### src/source/bank_if.sv
// ----------------------------------------
// read and write port pair of one memory
// bank. the bank takes the owner side, the
// control logic the user side
// ----------------------------------------

interface bank_if
#(
	parameter int ADDR_W = 4,
	parameter int WORD_W = 16
);

	logic rd_en;
	logic [ADDR_W-1:0] rd_addr;
	logic [WORD_W-1:0] rd_data;

	logic wr_en;
	logic [ADDR_W-1:0] wr_addr;
	logic [WORD_W-1:0] wr_data;

	modport owner
	(
		input rd_en, rd_addr, wr_en, wr_addr, wr_data,
		output rd_data
	);

	modport user
	(
		output rd_en, rd_addr, wr_en, wr_addr, wr_data,
		input rd_data
	);

endinterface

### src/source/status_bank.sv
// ----------------------------------------
// one memory array with a registered read
// address and an independent write port.
// read word follows the stored address
// ----------------------------------------

module status_bank
#(
	parameter int ADDR_W = 4,
	parameter int WORD_W = 16
)
(
	input logic clk_i,
	bank_if.owner mem
);

	logic [WORD_W-1:0] words [0:(1 << ADDR_W)-1];
	logic [ADDR_W-1:0] rd_addr_q;

	// address held until the next read enable
	always_ff @(posedge clk_i)
	begin
		if (mem.rd_en)
			rd_addr_q <= mem.rd_addr;
	end

	always_ff @(posedge clk_i)
	begin
		if (mem.wr_en)
			words[mem.wr_addr] <= mem.wr_data;
	end

	// combinational, so a later write to the same word shows up
	assign mem.rd_data = words[rd_addr_q];

endmodule

### src/flat_wrapper.sv
// flat-port wrapper written by rule: the top's interface ports become plain ports
module status_bank_flat 
#(
	parameter int ADDR_W = 4,
	parameter int WORD_W = 16
)
  (clk_i, mem_rd_en, mem_rd_addr, mem_wr_en, mem_wr_addr, mem_wr_data, mem_rd_data);
  bank_if #(.ADDR_W(ADDR_W), .WORD_W(WORD_W)) mem_i ();
  input logic clk_i;
  input wire logic [$bits(mem_i.rd_en)-1:0] mem_rd_en;
  input wire logic [$bits(mem_i.rd_addr)-1:0] mem_rd_addr;
  input wire logic [$bits(mem_i.wr_en)-1:0] mem_wr_en;
  input wire logic [$bits(mem_i.wr_addr)-1:0] mem_wr_addr;
  input wire logic [$bits(mem_i.wr_data)-1:0] mem_wr_data;
  output wire logic [$bits(mem_i.rd_data)-1:0] mem_rd_data;
  assign mem_i.rd_en = mem_rd_en;
  assign mem_i.rd_addr = mem_rd_addr;
  assign mem_i.wr_en = mem_wr_en;
  assign mem_i.wr_addr = mem_wr_addr;
  assign mem_i.wr_data = mem_wr_data;
  assign mem_rd_data = mem_i.rd_data;
  status_bank #(.ADDR_W(ADDR_W), .WORD_W(WORD_W)) u_core (.clk_i(clk_i), .mem(mem_i));
endmodule
### config.mk
export PLATFORM = sky130hd
export DESIGN_NAME = status_bank_flat
export DESIGN_NICKNAME = d
export VERILOG_FILES = /design/src/source/bank_if.sv /design/src/source/status_bank.sv /design/src/flat_wrapper.sv
export SDC_FILE = /design/constraint.sdc
export NUM_CORES = 1
export LEC_CHECK = 0
export BUFFER_PORTS_ARGS = -buffer_cell sky130_fd_sc_hd__buf_2
export CORE_ASPECT_RATIO = 0.5
export CORE_MARGIN = 1
export CORE_UTILIZATION = 61
export DETAILED_ROUTE_END_ITERATION = 8
export PLACE_DENSITY_LB_ADDON = 0.08
export RECOVER_POWER = 50
export SLEW_MARGIN = 20
export SYNTH_ARGS = -nofsm -noshare
export SYNTH_HDL_FRONTEND = slang
export SYNTH_SLANG_ARGS = --single-unit
### constraint.sdc
create_clock -name clk_i -period 2.7 [get_ports clk_i]
set_clock_uncertainty 0.05 [all_clocks]
set_input_delay 0.27 -clock clk_i [delete_from_list [all_inputs] [get_ports clk_i]]
set_output_delay 0.27 -clock clk_i [all_outputs]
set_load 0.005 [all_outputs]
Yosys cells after proc, flatten, opt, wreduce, memory -nomap -nowiden
Memory sizes are Yosys's and may differ from the RTL's. A register that Yosys moved wholly into a read port is not among the register bits.
Index checks and enable logic that the tools add are counted.
{"block": "classes", "n_div": 0, "add_sub_neg": 0, "n_shift": 0, "n_eq_ne": 0, "multipliers": 0, "n_reduce_logical": 0, "bitwise": 0, "n_lt_le_gt_ge": 0, "n_mux": 3}
{"op": "$mux 4", "count": 1}
{"op": "$mux 1", "count": 2}
{"block": "word_totals", "latchBits": 0, "out_inout_bits": 16, "mem_count": 1, "regBits": 4, "mem_bits_rw": 256, "elab_cells": 5, "input_bits": 27, "romBits": 0}
{"memory": "u_core.words", "depth": 16, "word_bits": 16, "rd": 1, "rd_clocked_by_memory_dff": 1, "write_ports": 1, "line_no": "status_bank.sv:17", "rtl": "logic [WORD_W-1:0] words [0:(1 << ADDR_W)-1];"}

Depth between registers and ports, before layout
{"block": "depth", "depth_word": 2, "mapped_depth": 5, "depth_no_buf": 3}

Worst setup path after synthesis
No wires, ideal clock.
{"block": "synth_path", "kind": "input-to-reg", "from": "input mem_wr_addr[2]", "to": "memory u_core.words[0][0], enable pin", "setup_slack_ps": 325, "t_arrival_ps": 1916, "setup_time_ps": 409, "required_time_ps": 2241, "cell_stages": 2, "path_buffers": 0, "path_cell_list": "or3b_2 nor3_1"}
{"element": "start, declared", "line_no": "flat_wrapper.sv:13", "rtl": "input wire logic [$bits(mem_i.wr_addr)-1:0] mem_wr_addr;"}
{"element": "end, declared", "line_no": "status_bank.sv:17"}
No word-level cell before the write port.

==> out/qor.yml <==
status:
  outcome: "completed"
synthesis:
  syn-num-nets: 455
  syn_area_mm2: 0.00997
  syn_inst: 428
  avgSynthCellArea_um2: 23.3
  ys_warn_count: 0
  ys_types: 19
  synth_seq_area_share_pct: 79.1
  ys_seq_elements: 264
sta:
  finalCritPeriodShare_pct: 96.3
  min_period_ns: 2.60
  tightestPinTransition_ns: 0.693
  finalSetupViolCount: 0
  max-slew-margin-rel_pct: 53.8
  finalMaxSlewViolations: 0
  fmax_mhz: 385
  final_hold_viol_count: 0
routing:
  postRouteAntennaNets: 0
  drt-total-wl_mm: 20.8
  post_drt_wl_per_cell_um: 27.4
  vias: 4761
  routed_via_density: 6.27
  drc: 0
  drt_iter0_markers: 454
  drt_pass1_iterations: 5
flow_run:
  max_cap_viol_count: 0
floorplanning:
  die_x_um: 183
  die_area_mm2: 0.0169
  die_h_um: 92.4
  io_pins: 43
  rows: 32
  start_util_pct: 63.5
  core_area_mm2: 0.0157
clocking:
  htreeDepth: 1
  cts_buffers: 22
  cts.path.max_buffers: 3
  cts_tree: "yes"
  root_buffer: "clkbuf_16"
  cts.sinks: 264
  clk_pin_slew_ns: 0.07
  clock_latency_ns: 0.50
power_and_ir_drop:
  power_leakage_uw: 0.00378
  ir_drop_mv: 0.493
  cellPowerDensity_mw_per_mm2: 738
  p_total_uw: 8510
global_routing:
  grt-ovfl-total: 0
  grt_pass1_vias: 4830
  grt_max_degree: 53
  grt_pass1_wl_mm: 30.5
  gr-usage-all-layers_pct: 25.8
  antenna_found_initial: 0
setup_path:
  path_delay_family: "multiplexers"
  start_kind: "flop"
  cp_data_required_time_ns: 2.38
  worstSetupPathType: "reg2out"
  worst-path-max-fanout: 9
  worstPathArrival_ns: 2.28
  worst_setup_path_end_kind: "primary output"
  worst_path_max_delay_cell: "mux4_1"
  cp_num_buf_inv: 2
  cpPeakStageDelay_ns: 0.57
  cp_cell_sequence: "buf_4, mux4_1, a22oi_1, nand2_1, buf_2"
placed_design:
  io_buffer_count: 42
  post_dp_cell_area_mm2: 0.0107
  dp_cells: 710
  dpl.hpwl_mm: 12.5
  gp_congestion: 0.787
cells_and_area:
  multiInputGateArea_mm2: 0.00201
  seqCellArea_mm2: 0.00790
  final_cell_mix: "edfxtp_1 (260), mux4_2 (54), buf_4 (41), a22oi_1 (31), clkbuf_16 (23)"
  nNetsFinal: 549
  layout_commonest_cell: "edfxtp_1"
  layoutNonFillerInstCount: 759
  syn2layout_area_growth_pct: 15.7
  design_area_mm2: 0.0115
  utilization_pct: 73.5
  fillers: 897
  drive_gt1_share_pct: 33.3
  diodes: 0
hold_path:
  hp-class: "in2reg"
## registers in the layout (all words and copies together), names as in the netlist, named ones only
| name | flops |
|---|---|
| u_core.words | 256 |
| u_core.rd_addr_q | 4 |
## synthesized netlist by cell type
cell      number  area [µm²]
nand3b_1       2        15.0
mux2_2         4        45.0
edfxtp_1     260        7810
nand2_1       17        63.8
mux4_1        10         263
nor2_1        13        48.8
clkbuf_1      13        48.8
nand2b_1       2        12.5
buf_2          1        5.00
or3b_2         1        8.76
nor2b_1        2        12.5
dfxtp_1        4        80.1
a22oi_1       32         240
buf_6          4        45.0
nor3_1         4        20.0
buf_4          3        22.5
nand3_1        1        5.00
mux4_2        54        1220
and2_1         1        6.26
## path summary, 6_finish.rpt
check                      startpoint             endpoint  slack (ns)  cells after the start
setup reg to reg  u_core.rd_addr_q[2]                 flop        1.87                      1
hold / removal              mem_rd_en  u_core.rd_addr_q[0]        0.12                      1
hold reg to reg   u_core.rd_addr_q[2]                 flop        0.44                      1
setup / recovery                 flop       mem_rd_data[0]         0.1                      5
## per-layer routing
layer | up-vias | GRT usage, % | wire length (µm)
met5 | - | 0 | 0
met4 | 0 | 6.02 | 299
met3 | 25 | 4.76 | 1700
met2 | 209 | 39.5 | 9780
met1 | 2511 | 39.4 | 8980
li1 | 2016 | - | -
## final cells by class
type / instances / area share (%)
Tap cell: 221 / 2.40
Clock buffer: 23 / 4.99
Multi-Input combinational cell: 143 / 17.4
Timing Repair Buffer: 91 / 5.32
Clock inverter: 17 / 1.44
Sequential cell: 264 / 68.5
## stage by stage
step           setup slack (ns)  setup TNS [ns]  hold WS (ns)
2_1_floorplan             0.325               0         0.319
3_3_place_gp              0.522               0         0.413
3_5_place_dp              0.430               0         0.412
4_1_cts                  0.0202               0        0.0335
5_1_grt               -0.000279       -0.000279         0.137
6_report                 0.0994               0         0.120
## what timing repair did
action,in CTS,in global routing
hold endpoints to repair,8,0
hold buffers,4,0
endpoints found under the setup margin,8,4
setup buffers,4,1
resized for setup,0,2
## kinds of logic (layout without fill, tap and decap cells)
kind of cell           count (synthesis)  after routing  synth area share, %
flip-flops                           264            264                 79.1
multiplexers                          68             68                 15.3
AND/OR/NAND/NOR                       43             43                 1.93
AO/OA/AOI/OAI                         32             32                 2.41
buffers and inverters                 21            131                 1.22
## power by group
group	leakage [µW]	switching [µW]	internal (µW)	total (µW)
combinational	0.00102	328	298	626
clock	0.000374	1410	1850	3250
sequential	0.00239	38.3	4590	4630
total	0.00378	1780	6730	8510
No activity file was read; power rests on OpenSTA's default activity.
