[config.mk]
export PLATFORM = sky130hd
export DESIGN_NAME = weight_prefetch_fifo
export DESIGN_NICKNAME = d
export VERILOG_FILES = /design/src/source/neuron_geom_pkg.sv /design/src/source/weight_prefetch_fifo.sv
export SDC_FILE = /design/constraint.sdc
export NUM_CORES = 1
export LEC_CHECK = 0
export BUFFER_PORTS_ARGS = -buffer_cell sky130_fd_sc_hd__buf_2
export CORE_UTILIZATION = 60
export CTS_CLUSTER_DIAMETER = 150
export DETAILED_ROUTE_END_ITERATION = 16
export PLACE_DENSITY = 0.77
export SETUP_SLACK_MARGIN = 0.05
export SYNTH_ARGS = -nofsm -noshare
export SYNTH_HDL_FRONTEND = slang
export SYNTH_SLANG_ARGS = --single-unit
[constraint.sdc]
create_clock -name clk_i -period 5.7 [get_ports clk_i]
set_input_delay 0.57 -clock clk_i [delete_from_list [all_inputs] [get_ports clk_i]]
set_output_delay 0.57 -clock clk_i [all_outputs]
set_load 0.1 [all_outputs]
[src/source/neuron_geom_pkg.sv]
// ----------------------------------------
// array sizes and word widths of the core's
// status memory. import where a width or
// address type is needed
// ----------------------------------------

package neuron_geom_pkg;

	// 16 neurons, 16 axons per neuron
	localparam int NEURON_ADDR_W = 4;
	localparam int AXON_ADDR_W = 4;
	// neuron index in the upper field, axon in the lower
	localparam int SYNAPSE_ADDR_W = NEURON_ADDR_W + AXON_ADDR_W;

	localparam int DATA_W = 16;
	localparam int HIST_W = 8;
	localparam int FIFO_ADDR_W = 5;

	// neuron index followed by the two field select bits
	localparam int STATE_RD_ADDR_W = NEURON_ADDR_W + 2;

	typedef logic [DATA_W-1:0] data_t;
	typedef logic [NEURON_ADDR_W-1:0] neuron_addr_t;
	typedef logic [SYNAPSE_ADDR_W-1:0] synapse_addr_t;

endpackage

[src/source/weight_prefetch_fifo.sv]
// ----------------------------------------
// single-clock FIFO that queues each weight
// one cycle after its read strobe. clear_i
// empties it, full pushes are dropped
// ----------------------------------------

module weight_prefetch_fifo
(
	input logic clk_i,
	input logic rst_n_i,

	input logic clear_i,
	input logic rd_strobe_i,
	input neuron_geom_pkg::data_t din_i,
	input logic pop_i,

	output neuron_geom_pkg::data_t head_o,
	output logic empty_o
);

	import neuron_geom_pkg::*;

	data_t storage [0:(1 << FIFO_ADDR_W)-1];

	logic [FIFO_ADDR_W-1:0] wr_ptr_q;
	logic [FIFO_ADDR_W-1:0] rd_ptr_q;
	logic [FIFO_ADDR_W:0] count_q;

	logic push_q;
	logic full;
	logic push_ok;
	logic pop_ok;

	// memory word is valid the cycle after the strobe
	always_ff @(posedge clk_i or negedge rst_n_i)
	begin
		if (!rst_n_i)
			push_q <= 1'b0;
		else
			push_q <= rd_strobe_i;
	end

	// top count bit set only at exactly full
	assign full = count_q[FIFO_ADDR_W];
	assign empty_o = (count_q == '0);

	assign push_ok = push_q && !full;
	assign pop_ok = pop_i && !empty_o;

	always_ff @(posedge clk_i)
	begin
		if (push_ok && !clear_i)
			storage[wr_ptr_q] <= din_i;
	end

	// clear takes priority over a push on the same edge
	always_ff @(posedge clk_i or negedge rst_n_i)
	begin
		if (!rst_n_i)
		begin
			wr_ptr_q <= '0;
			rd_ptr_q <= '0;
			count_q <= '0;
		end
		else if (clear_i)
		begin
			wr_ptr_q <= '0;
			rd_ptr_q <= '0;
			count_q <= '0;
		end
		else
		begin
			if (push_ok)
				wr_ptr_q <= wr_ptr_q + 1'b1;
			if (pop_ok)
				rd_ptr_q <= rd_ptr_q + 1'b1;
			if (push_ok && !pop_ok)
				count_q <= count_q + 1'b1;
			else if (pop_ok && !push_ok)
				count_q <= count_q - 1'b1;
		end
	end

	assign head_o = storage[rd_ptr_q];

endmodule

---- Word level (Yosys, flattened, before mapping) ----
Memories as Yosys holds them, arrays and structs flattened.
Cells that the tools add are included.
cells by class
  add/sub/neg operators ................... 4
  muxes and demuxes ....................... 9
  reductions and logical operators ........ 14
operators by type and width
  cell                   number
  $mux W5                4
  $mux W6                3
  $add A5 B1 Y5 const B  2
  $add A6 B1 Y6 const B  1
  $logic_not A6 Y1       1
  $sub A6 B1 Y6 const B  1
  $logic_and A1 B1 Y1    5
  $logic_not A1 Y1       5
  $reduce_bool A2 Y1     2
  $reduce_bool A3 Y1     1
  $mux W1                2
word-level totals
  register bits after elaboration ......... 17
  RAM bits ................................ 512
  bits of input ports ..................... 21
  output and inout bits ................... 17
  logic and storage cells ................. 32
  memories kept ........................... 1
memory list
  name     words  width  read ports  clocked after memory_dff  write ports  line                        RTL
  storage  32     16     1           0                         1            weight_prefetch_fifo.sv:23  data_t storage [0:(1 << FIFO_ADDR_W)-1];

---- Depth between registers and ports, before layout ----
  word-level depth ........................ 7
  mapped depth ............................ 10
  depth with buffers taken out ............ 9

---- Worst setup path before layout ----
OpenSTA, ideal clock, no wires.
  kind .................................... reg2out
  start ................................... register rd_ptr_q[0]
  end ..................................... output port head_o[10]
  data arrival time ....................... 2547 ps
  required time ........................... 5130 ps
  path slack .............................. 2583 ps
  stages on the path, launching flop included .. 5
  path buffers ............................ 1
  path through ............................ dfrtp_1 -> clkbuf_1 -> mux4_2 -> a22oi_1 -> nand4_1
on the way
  longest elaborated chain between the ends .. 1
RTL lines
  item                      line                        RTL
  start: declaration        weight_prefetch_fifo.sv:26  logic [FIFO_ADDR_W-1:0] rd_ptr_q;
  start signal: assignment  weight_prefetch_fifo.sv:76  rd_ptr_q <= rd_ptr_q + 1'b1;
  $mem_v2 Z32 W16           -
  end: declaration          weight_prefetch_fifo.sv:17  output neuron_geom_pkg::data_t head_o,
Every way passes these cells.

---- Final worst setup path ----
  start ................................... register rd_ptr_q[0]
  end ..................................... output port head_o[1]
Same word-level chain as after synthesis.

==> metrics.yaml <==
run_status:
  status: "complete, no violations"
pwr:
  power_mw: 9.899
  vdd_ir_drop_max_v: 0.0003238
  leakagePower_nw: 7.276
  power_density_nw_per_um2: 425.8
worst_hold_path:
  hold_path_depth: 1
  hold_path.class: "in2reg"
cells_and_area:
  final_cell_mix: "edfxtp_1 (512), mux2i_1 (98), mux4_2 (64), a22oi_1 (64), nor2_1 (52)"
  fillCellCount: 2055
  multiInputGateArea_um2: 4676
  regArea_um2: 15810
  fin_nets: 1171
  drive_gt1_frac: 0.2252
  antenna_cells: 0
  layout_commonest_cell: "edfxtp_1"
  area_delta_synth_final_pct: 11.99
placement:
  place_congestion: 0.7759
  io_buffers: 37
  dpl.hpwl_mm: 26.25
route:
  drt_iter0_drc: 1226
  drtAntennaViolNets: 0
  drcViolationCount: 0
  firstDrtPassIters: 7
  wl_mm: 45.77
  wire_per_inst_um: 28.09
  viasPerCell: 6.559
  vias: 10684
cts:
  cts_hold_buf: 1
  post-cts-setup-buffers: 0
  ctsResizeCount: 0
  cts_max_level: 2
  clock_sinks: 529
  clk_pin_slew_ns: 0.06
  cts_root_buffer: "clkbuf_16"
  clock_latency_ns: 0.58
  clockBufferDepth: 3
  cts_made_buffers: 50
  cts_tree: "done"
synth:
  syn-mean-instance-area_um2: 19.33
  ys_seq_elements: 529
  synthFlopType: "edfxtp_1"
  ys_types: 45
  yosys.area.top_type: "edfxtp_1"
  synthArstFlopShare: 0.03214
  synth_area_leaders: "edfxtp_1 (74%), mux4_2 (6.9%), mux2i_1 (4.7%)"
  syn_inst: 1074
  seq_area_frac_synth: 0.7611
  synth_top_cell_area_share: 0.7406
  synth.cell_area_um2: 20760
  yosysWarnings: 0
  syn_nets: 1105
  synth_edf_count: 512
sta:
  max_freq_mhz: 253.1
  worstMarginPinSlew_ns: 1.143
  slew_violations: 0
  clock_skew_ns: 0.02974
  rsz0062_at_grt: "no"
  fin_crit_sh: 0.6931
  hold_violations: 0
  setup_violations: 0
  slew_headroom: 0.2352
  min_period_ns: 3.951
  tns_ns: 0
setup_path:
  crit_path_start_kind: "flop"
  cp-end-kind: "output pin"
  slowest_stage: "dfrtp_4"
  cp.arrival_ns: 3.38
  cp_cell_sequence: "buf_12 > mux4_2 > a22oi_1 > nand4_1 > buf_2"
  worst-path-buf-inv: 2
  worstPathRequired_ns: 5.13
  cp.depth: 5
  worst_path_largest_cell_delay_ns: 0.65
  crit_family: "buffers and inverters"
  r2r_cells: 5
  regToRegSetupSlack_ns: 2.23
  crit_type: "reg2out"
  cp_max_fo: 77
global_route:
  antenna_found_initial: 1
  grt_max_degree: 78
  grt.total_usage: 0.2642
  grt_pass1_wl_mm: 68.30
  grt_overflow_total: 0
  grt_pass1_vias: 10764
die:
  placementRows: 67
  io_pins: 38
  fp.dieW_um: 188.0
  die_area_um2: 35350
  coreArea_um2: 33780
  start_util: 0.6145
  die_h_um: 188.0
flow_run:
  drv_cap: 0
-- kinds of logic after synthesis --
group / count (synthesis) / synth area share
AO/OA/AOI/OAI: 144 / 0.05039
XOR/XNOR: 9 / 0.004702
adder cells (fa/ha/maj): 10 / 0.006389
buffers and inverters: 71 / 0.01410
flip-flops: 529 / 0.7611
multiplexers: 198 / 0.1362
AND/OR/NAND/NOR: 113 / 0.02706
-- path summary, 6_finish.rpt --
| kind | from | endpoint |
|---|---|---|
| setup / recovery | rd_ptr_q[0]$_DFFE_PN0P_ | head_o[1] |
| hold / removal | rd_strobe_i | push_q$_DFF_PN0_ |
| setup reg to reg | count_q[5]$_DFFE_PN0P_ | storage[9][11]$_DFFE_PP_ |
| hold reg to reg | count_q[4]$_DFFE_PN0P_ | count_q[4]$_DFFE_PN0P_ |
| max in group asynchronous | rst_n_i | rd_ptr_q[0]$_DFFE_PN0P_ |
| min in group asynchronous | rst_n_i | count_q[3]$_DFFE_PN0P_ |
-- cells in the mapped netlist (all sizes together) (2+ instances only) --
cell type,instances
nand2,9
or2,2
xor2,8
nor2b,9
o21ai,3
inv,5
mux2i,98
nand2b,4
mux4,64
nand4,18
a31oi,33
nor2,53
or3,2
nand3,3
nand3b,3
and3,3
clkbuf,41
edfxtp,512
o211ai,35
dfrtp,17
ha,9
buf,25
a22oi,64
a21oi,2
mux2,36
-- power breakdown --
| part | switching, mW | internal [mW] | leakage (nW) | total [mW] |
|---|---|---|---|---|
| combinational | 1.42 | 0.771 | 1.65 | 2.19 |
| clock | 1.39 | 1.88 | 0.796 | 3.27 |
| sequential | 0.107 | 4.33 | 4.83 | 4.43 |
-- cell type report --
cell class	count	share of cell area
Multi-Input combinational cell	474	0.2011
Tap cell	448	0.02411
Inverter	5	0.0008073
Clock inverter	31	0.01319
Timing Repair Buffer	80	0.02411
Clock buffer	62	0.05667
Sequential cell	529	0.6800
-- layer usage --
layer / track usage / wire length [um]
met3: 0.04922 / 4417
met5: 0 / 12
met2: 0.4104 / 22010
met1: 0.3851 / 18100
met4: 0.08193 / 1222
-- metrics by stage --
| step | std cells | hold slack [ns] | instance area [um^2] | setup slack (ns) | utilization |
|---|---|---|---|---|---|
| after CTS | 1629 | 0.1080 | 23250 | 1.700 | 0.6881 |
| after detailed placement | 1535 | 0.5194 | 21610 | 2.309 | 0.6398 |
| after floorplan | 1074 | 0.2744 | 20760 | 2.583 | - |
| after global placement | 1535 | 0.5202 | 21610 | 2.280 | 0.6398 |
| after global routing | 1629 | 0.1110 | 23250 | 1.584 | 0.6881 |
| final | 1629 | 0.1286 | 23250 | 1.749 | 0.6881 |
-- worst register-to-register path, cell delays in order, from the launching register on --
cell     delay [ns]
dfrtp_1        0.43
nor2b_1        0.77
nor2b_1        0.35
nand2_1        0.32
nor2_1         0.97
buf_4          0.35
-- registers in the layout (all words and copies together) (netlist names) --
name,count
count_q,6
storage,512
wr_ptr_q,5
rd_ptr_q,5
push_q,1
(Power assumes the default switching activity.)
